==> src/hdl/mipsDefs.svh <==
`ifndef MIPS_DEFS_SVH
`define MIPS_DEFS_SVH

// First instruction fetch address after reset
`define RESET_VECTOR 32'hBFC00000

// Jumping here stops the CPU
`define HALT_ADDR 32'h00000000

// Register numbers with a fixed role
// $v0, exported for observation
`define REG_V0 5'd2
// $ra, link register for JAL
`define REG_RA 5'd31

`endif

==> src/hdl/mipsIsaPkg.sv <==
`default_nettype none

package mipsIsaPkg;

    // Data word and register index
    typedef logic [31:0] word_t;
    typedef logic [4:0] regAddr_t;

    // Primary opcodes of the supported subset
    typedef enum logic [5:0] {
        OP_SPECIAL = 6'h00,
        OP_J       = 6'h02,
        OP_JAL     = 6'h03,
        OP_BEQ     = 6'h04,
        OP_BNE     = 6'h05,
        OP_ADDIU   = 6'h09,
        OP_SLTIU   = 6'h0B,
        OP_ANDI    = 6'h0C,
        OP_ORI     = 6'h0D,
        OP_LUI     = 6'h0F,
        OP_LW      = 6'h23,
        OP_SW      = 6'h2B
    } opcode_t;

    // Function field for SPECIAL (R-type) instructions
    typedef enum logic [5:0] {
        F_SLL  = 6'h00,
        F_JR   = 6'h08,
        F_ADDU = 6'h21,
        F_SUBU = 6'h23,
        F_AND  = 6'h24,
        F_OR   = 6'h25,
        F_XOR  = 6'h26,
        F_SLTU = 6'h2B
    } funct_t;

endpackage

`default_nettype wire

==> src/hdl/mipsCtrlPkg.sv <==
`default_nettype none

package mipsCtrlPkg;

    // Multicycle sequencer states
    typedef enum logic [1:0] {FETCH, EXEC, MEM, HALT} cpuState_t;

    typedef enum logic [3:0] {
        ALU_ADD,
        ALU_SUB,
        ALU_AND,
        ALU_OR,
        ALU_XOR,
        ALU_SLTU,
        ALU_SLL,
        ALU_LUI
    } aluOp_t;

    // Source of the next PC
    typedef enum logic [1:0] {PC_SEQ, PC_BRANCH, PC_JUMP, PC_REG} pcSel_t;

    // Source of the register writeback value
    typedef enum logic [1:0] {WB_ALU, WB_MEM, WB_LINK} wbSel_t;

endpackage

`default_nettype wire

==> src/hdl/regFile.sv <==
`timescale 1ns/1ps
`default_nettype none

`include "mipsDefs.svh"

module regFile (
    input  logic                 clk,
    input  logic                 rstN,
    input  mipsIsaPkg::regAddr_t rs,
    input  mipsIsaPkg::regAddr_t rt,
    output mipsIsaPkg::word_t    rdata1,
    output mipsIsaPkg::word_t    rdata2,
    input  logic                 wen,
    input  mipsIsaPkg::regAddr_t waddr,
    input  mipsIsaPkg::word_t    wdata,
    output mipsIsaPkg::word_t    v0
);
    import mipsIsaPkg::*;

    // Register zero has no storage
    word_t regs [1:31];

    always_ff @(posedge clk) begin
        if (!rstN) begin
            for (int i = 1; i < 32; i++) begin
                regs[i] <= '0;
            end
        end else if (wen && waddr != '0) begin
            regs[waddr] <= wdata;
        end
    end

    // Combinational reads, $zero always reads as zero
    assign rdata1 = (rs == '0) ? '0 : regs[rs];
    assign rdata2 = (rt == '0) ? '0 : regs[rt];

    assign v0 = regs[`REG_V0];

endmodule

`default_nettype wire

==> src/hdl/aluUnit.sv <==
`timescale 1ns/1ps
`default_nettype none

module aluUnit (
    input  mipsIsaPkg::word_t   a,
    input  mipsIsaPkg::word_t   b,
    input  logic [4:0]          shamt,
    input  mipsCtrlPkg::aluOp_t op,
    output mipsIsaPkg::word_t   result,
    output logic                zero
);
    import mipsCtrlPkg::*;

    always_comb begin
        unique case (op)
            ALU_ADD: begin
                result = a + b;
            end
            ALU_SUB: begin
                result = a - b;
            end
            ALU_AND: begin
                result = a & b;
            end
            ALU_OR: begin
                result = a | b;
            end
            ALU_XOR: begin
                result = a ^ b;
            end
            // Unsigned compare, result is 0 or 1
            ALU_SLTU: begin
                result = {31'b0, (a < b)};
            end
            // Logical left shift of the rt operand
            ALU_SLL: begin
                result = b << shamt;
            end
            // Immediate into the upper half
            ALU_LUI: begin
                result = {b[15:0], 16'b0};
            end
            default: begin
                result = '0;
            end
        endcase
    end

    // Used with ALU_SUB for branch comparison
    assign zero = (result == '0);

endmodule

`default_nettype wire

==> src/hdl/controlDecoder.sv <==
`timescale 1ns/1ps
`default_nettype none

`include "mipsDefs.svh"

module controlDecoder (
    input  mipsIsaPkg::word_t    instr,
    output mipsCtrlPkg::aluOp_t  aluOp,
    output logic                 aluSrcImm,
    output logic                 regWrite,
    output logic                 isLoad,
    output logic                 isStore,
    output logic                 branchNe,
    output mipsIsaPkg::word_t    immExt,
    output mipsIsaPkg::regAddr_t destReg,
    output mipsCtrlPkg::pcSel_t  pcSel,
    output mipsCtrlPkg::wbSel_t  wbSel
);
    import mipsIsaPkg::*;
    import mipsCtrlPkg::*;

    opcode_t  opcode;
    funct_t   funct;
    regAddr_t rt;
    regAddr_t rd;
    logic     zeroExt;

    assign opcode = opcode_t'(instr[31:26]);
    assign funct  = funct_t'(instr[5:0]);
    assign rt     = instr[20:16];
    assign rd     = instr[15:11];

    // Logical immediates are zero extended
    assign zeroExt = (opcode == OP_ANDI) || (opcode == OP_ORI);
    assign immExt  = zeroExt ? {16'b0, instr[15:0]} : {{16{instr[15]}}, instr[15:0]};

    always_comb begin
        // Defaults decode to a no-op
        aluOp     = ALU_ADD;
        aluSrcImm = 1'b0;
        regWrite  = 1'b0;
        isLoad    = 1'b0;
        isStore   = 1'b0;
        branchNe  = 1'b0;
        destReg   = rt;
        pcSel     = PC_SEQ;
        wbSel     = WB_ALU;

        case (opcode)
            OP_SPECIAL: begin
                destReg  = rd;
                regWrite = 1'b1;
                case (funct)
                    F_ADDU: aluOp = ALU_ADD;
                    F_SUBU: aluOp = ALU_SUB;
                    F_AND:  aluOp = ALU_AND;
                    F_OR:   aluOp = ALU_OR;
                    F_XOR:  aluOp = ALU_XOR;
                    F_SLTU: aluOp = ALU_SLTU;
                    F_SLL:  aluOp = ALU_SLL;
                    F_JR: begin
                        regWrite = 1'b0;
                        pcSel    = PC_REG;
                    end
                    default: regWrite = 1'b0;
                endcase
            end
            OP_ADDIU, OP_ANDI, OP_ORI, OP_SLTIU, OP_LUI: begin
                aluSrcImm = 1'b1;
                regWrite  = 1'b1;
                case (opcode)
                    OP_ANDI:  aluOp = ALU_AND;
                    OP_ORI:   aluOp = ALU_OR;
                    OP_SLTIU: aluOp = ALU_SLTU;
                    OP_LUI:   aluOp = ALU_LUI;
                    default:  aluOp = ALU_ADD;
                endcase
            end
            // Address is base plus offset
            OP_LW: begin
                aluSrcImm = 1'b1;
                regWrite  = 1'b1;
                isLoad    = 1'b1;
                wbSel     = WB_MEM;
            end
            OP_SW: begin
                aluSrcImm = 1'b1;
                isStore   = 1'b1;
            end
            OP_BEQ, OP_BNE: begin
                aluOp    = ALU_SUB;
                pcSel    = PC_BRANCH;
                branchNe = (opcode == OP_BNE);
            end
            OP_J: begin
                pcSel = PC_JUMP;
            end
            OP_JAL: begin
                pcSel    = PC_JUMP;
                regWrite = 1'b1;
                destReg  = `REG_RA;
                wbSel    = WB_LINK;
            end
            default: begin
            end
        endcase
    end

endmodule

`default_nettype wire

==> src/hdl/mipsCpuBus.sv <==
`timescale 1ns/1ps
`default_nettype none

`include "mipsDefs.svh"

module mipsCpuBus (
    input  logic              clk,
    input  logic              rstN,
    output logic              active,
    output mipsIsaPkg::word_t register_v0,
    input  logic              waitrequest,
    input  mipsIsaPkg::word_t readdata,
    output mipsIsaPkg::word_t address,
    output logic              write,
    output logic              read,
    output mipsIsaPkg::word_t writedata,
    output logic [3:0]        byteenable
);
    import mipsIsaPkg::*;
    import mipsCtrlPkg::*;

    cpuState_t state;
    word_t     pc;
    word_t     instr;
    word_t     memAddr;
    word_t     storeData;

    regAddr_t  rs;
    regAddr_t  rt;
    regAddr_t  destReg;
    word_t     rsVal;
    word_t     rtVal;
    word_t     immExt;
    word_t     aluB;
    word_t     aluResult;
    logic      zero;
    aluOp_t    aluOp;
    logic      aluSrcImm;
    logic      regWrite;
    logic      isLoad;
    logic      isStore;
    logic      branchNe;
    pcSel_t    pcSel;
    wbSel_t    wbSel;

    word_t     pcPlus4;
    word_t     branchTarget;
    word_t     jumpTarget;
    word_t     nextPc;
    word_t     wbData;
    logic      regWen;
    logic      isMem;
    logic      branchTaken;

    assign rs    = instr[25:21];
    assign rt    = instr[20:16];
    assign isMem = isLoad || isStore;

    controlDecoder decoder0 (
        .instr(instr), .aluOp(aluOp), .aluSrcImm(aluSrcImm), .regWrite(regWrite),
        .isLoad(isLoad), .isStore(isStore), .branchNe(branchNe), .immExt(immExt),
        .destReg(destReg), .pcSel(pcSel), .wbSel(wbSel)
    );

    regFile regs0 (
        .clk(clk), .rstN(rstN), .rs(rs), .rt(rt), .rdata1(rsVal), .rdata2(rtVal),
        .wen(regWen), .waddr(destReg), .wdata(wbData), .v0(register_v0)
    );

    assign aluB = aluSrcImm ? immExt : rtVal;

    aluUnit alu0 (
        .a(rsVal), .b(aluB), .shamt(instr[10:6]), .op(aluOp),
        .result(aluResult), .zero(zero)
    );

    // No delay slot, targets are relative to the next instruction
    assign pcPlus4      = pc + 32'd4;
    assign branchTarget = pcPlus4 + {immExt[29:0], 2'b00};
    assign jumpTarget   = {pcPlus4[31:28], instr[25:0], 2'b00};
    assign branchTaken  = zero ^ branchNe;

    always_comb begin
        unique case (pcSel)
            PC_BRANCH: nextPc = branchTaken ? branchTarget : pcPlus4;
            PC_JUMP:   nextPc = jumpTarget;
            PC_REG:    nextPc = rsVal;
            default:   nextPc = pcPlus4;
        endcase
    end

    always_comb begin
        unique case (wbSel)
            WB_MEM:  wbData = readdata;
            WB_LINK: wbData = pcPlus4;
            default: wbData = aluResult;
        endcase
    end

    // Writeback in EXEC, or when the load completes in MEM
    assign regWen = regWrite &&
                    ((state == EXEC && !isMem) || (state == MEM && isLoad && !waitrequest));

    always_ff @(posedge clk) begin
        if (!rstN) begin
            state  <= FETCH;
            pc     <= `RESET_VECTOR;
            instr  <= '0;
            active <= 1'b0;
        end else begin
            case (state)
                FETCH: begin
                    active <= 1'b1;
                    if (active && !waitrequest) begin
                        instr <= readdata;
                        state <= EXEC;
                    end
                end
                EXEC: begin
                    if (isMem) begin
                        state <= MEM;
                    end else begin
                        pc <= nextPc;
                        if (nextPc == `HALT_ADDR) begin
                            state  <= HALT;
                            active <= 1'b0;
                        end else begin
                            state <= FETCH;
                        end
                    end
                end
                MEM: begin
                    if (!waitrequest) begin
                        pc    <= pcPlus4;
                        state <= FETCH;
                    end
                end
                default: begin
                    state <= HALT;
                end
            endcase
        end
    end

    // Effective address and store data held through the MEM access
    always_ff @(posedge clk) begin
        if (state == EXEC && isMem) begin
            memAddr   <= aluResult;
            storeData <= rtVal;
        end
    end

    assign read       = (state == FETCH && active) || (state == MEM && isLoad);
    assign write      = (state == MEM) && isStore;
    assign address    = (state == MEM) ? memAddr : pc;
    assign writedata  = storeData;
    assign byteenable = 4'b1111;

endmodule

`default_nettype wire

==> config.mk <==
export PLATFORM = sky130hd
export DESIGN_NAME = mipsCpuBus
export DESIGN_NICKNAME = d
export VERILOG_FILES = /design/src/hdl/mipsIsaPkg.sv /design/src/hdl/mipsCtrlPkg.sv /design/src/hdl/regFile.sv /design/src/hdl/aluUnit.sv /design/src/hdl/controlDecoder.sv /design/src/hdl/mipsCpuBus.sv
export VERILOG_INCLUDE_DIRS = /design/src /design/src/hdl
export SDC_FILE = /design/constraint.sdc
export NUM_CORES = 2
export LEC_CHECK = 0
export ABC_AREA = 0
export ABC_CLOCK_PERIOD_IN_PS = 28000
export BUFFER_PORTS_ARGS = -buffer_cell sky130_fd_sc_hd__buf_2
export CAP_MARGIN = 10
export CORE_MARGIN = 8
export CORE_UTILIZATION = 35
export CTS_CLUSTER_DIAMETER = 120
export DETAILED_ROUTE_END_ITERATION = 8
export HOLD_SLACK_MARGIN = 0.1
export PLACE_DENSITY = 0.61
export SYNTH_ARGS = -nofsm -noshare
export SYNTH_HDL_FRONTEND = slang
export SYNTH_SLANG_ARGS = --single-unit
==> constraint.sdc <==
create_clock -name clk -period 28 [get_ports clk]
set_input_delay 8.4 -clock clk [delete_from_list [all_inputs] [get_ports clk]]
set_output_delay 8.4 -clock clk [all_outputs]
set_load 0.05 [all_outputs]
==> results.toml <==
[yosys]
synth-seq-cells = 1165
seq_area_frac_synth_pct = 48.4
yosys.cell_types.count = 123
yosysTopAreaCellShare_pct = 46.2
syn_inst = 6313
synth.avg_cell_area_um2 = 11.2
yosysTopAreaCell = "edfxtp_1"
netlist_area_um2 = 70700
netlist_top_cells_area = "edfxtp_1, mux4_2, nor2_1, mux2i_1, nand2_1"
async_flop_share_pct = 0
ys.flop_type = "edfxtp_1"
yosysWarnings = 0
synth_edf_count = 1088

[place]
routabilityCongestion = 1.06
dp_hpwl_mm = 221
portBuffers = 133
placed_cells = 8773

[clocking]
htreeDepth = 4
cts.sinks = 1165
worstSkewPairLatency_ns = 0.81
cts_tree = "yes"
hold_buffers = 0
cts-root-buf = "clkbuf_16"
cts-buffers-inserted = 133
clockBufferDepth = 3
post_cts_resize_count = 0
path_clk_slew_ns = 0.07
cts_setup_buffers = 0

[cells_and_area]
utilization_pct = 39.0
layout-drive-gt1-share_pct = 17.8
final_cells = 9023
syn2layout_area_growth_pct = 11.1
nFillCells = 19300
layout_commonest_cell = "nor2_1"
register_area_um2 = 34200
multi_input_area_um2 = 34000
final_cell_mix = "nor2_1, edfxtp_1, mux4_2"
nets = 6405

[route]
drc = 0
maxUsedRoutingLayer = "met5"
drtAntennaViolNets = 0
wl_met1_mm = 113
vias_per_cell = 6.54
dr.pass1.iters = 9
met3RoutedLength_mm = 47.6
wl_met2_mm = 131
drt_iter0_drc = 11200
drt_wl_total_mm = 316
routed-via-count = 59000
avgRoutedWirePerCell_um = 35.1

[sta]
period_share_pct = 43.5
hold_slack_ns = 0.471
period_minus_slack_ns = 12.18
fin_setup_tns_ns = 0
hold_viol = 0
rsz0062_at_grt = "no"
max-slew-margin-rel_pct = 6.50
finalMaxSlewViolations = 0
worstMarginPinSlew_ns = 1.39
finalSetupViolations = 0
fmaxAchievable_mhz = 82.1
fin_worst_skew_ns = 0.0458

[critical_path]
critPathKind = "flip-flop to flip-flop"
path_buf_inv = 5
cp-end-kind = "flip-flop"
critPathTopFamily = "simple AND/OR/NAND/NOR gates"
cp.required_ns = 28.68
crit_path_max_fanout = 37
cp_common_cell = "buf_4"
crit_path_max_incr_delay_ns = 1.00
cp_slowest_cell = "a2111oi_2"
crit_arrival_ns = 12.87
startpoint_type = "flip-flop"

[floorplan]
fp.dieH_um = 465
core_um2 = 201000
ioPinCount = 138
rows = 165
dieArea_um2 = 217000
die_w_um = 465
start_util_pct = 35.1

[global_routing]
grt_start_max_net_pins = 110
grt_first_pass_wirelength_mm = 433
grt_pass1_vias = 54100
antenna_found_initial = 46
grt_usage_pct = 27.8
grt.overflow.total = 0

[status]
run_status = "finished, final reports clean"

[power]
p_total_mw = 5.35
peakVddDrop_v = 0.0000536
powerDensity_nw_per_um2 = 68.1
total_leakage_power_nw = 27.0

[flow_run]
drv_cap = 0

[worst_hold_path]
min_path_type = "flip-flop to flip-flop"
cells by family after synthesis:
logic type | share of synthesized area [%]
and+or+nand+nor | 13.4
AOI/OAI and AO/OA | 11.5
DFF | 48.4
muxes | 18.9
buffers and inverters | 4.54
adders and majority gates | 2.40
xor gates and xnor gates | 0.892
other | 0.0106
worst reg2reg max path, delay by kind of cell (launching register included):
kind / cells / cell delay, ns
AO/OA/AOI/OAI: 9 / 2.87
adder cells (fa/ha/maj): 1 / 0.37
buffers and inverters: 5 / 2.61
flip-flops: 1 / 0.77
multiplexers: 3 / 1.66
AND/OR/NAND/NOR: 11 / 3.80
metrics by stage:
stage,area [um^2],worst slack (ns)
global placement,74200,15.20
global route,78500,15.54
floorplan,70800,16.98
detailed placement,74200,15.29
CTS,78500,16.10
finish,78500,15.82
final timing paths:
kind         depth (start not counted)        end  slack [ns]       from
min                                  2  flip-flop        0.47  instr[22]
max                                 29     active       15.82  flip-flop
max reg2reg                         29     active       15.82  flip-flop
min reg2reg                          2  flip-flop        0.47  instr[22]
sequential cells by signal, indices dropped and copies added, names as in the netlist, named ones only:
signal and count:
memAddr 32, active 1, instr 32, regs0.regs 1024, state 2, writedata 32
pc 32
cell usage after synthesis (47+ instances only):
cell,instances
a211oi_1,47
xnor2_1,58
nand3_1,65
nor3_1,62
buf_1,47
mux4_2,405
a21oi_1,334
nand2_1,449
nor2b_1,51
ha_1,131
dfxtp_1,77
o21ai_0,137
edfxtp_1,1088
clkbuf_1,387
buf_2,67
mux2i_1,388
nor2_1,1312
inv_1,165
a22oi_1,223
routing by layer:
| metal | global-route usage [%] | up-vias |
|---|---|---|
| met5 | 0 | - |
| met4 | 17.1 | 26 |
| met3 | 9.81 | 925 |
| met2 | 39.8 | 5006 |
| met1 | 36.1 | 29500 |
| li1 | - | 23500 |
power by group:
| group | internal (mW) | switching, mW | total, mW |
|---|---|---|---|
| Clock | 0.982 | 0.772 | 1.75 |
| Sequential | 1.98 | 0.0536 | 2.03 |
| Combinational | 0.399 | 1.16 | 1.56 |
layout make-up:
type | instances | share of cell area, %
tap | 2672 | 4.26
sequential | 1165 | 43.6
multi-input combinational | 4452 | 43.2
timing repair buffer | 316 | 2.64
clock buffer | 163 | 4.57
clock inverter | 70 | 0.846
inverter | 168 | 0.803
antenna | 17 | 0.0542
No activity file was read; power rests on OpenSTA's default activity.
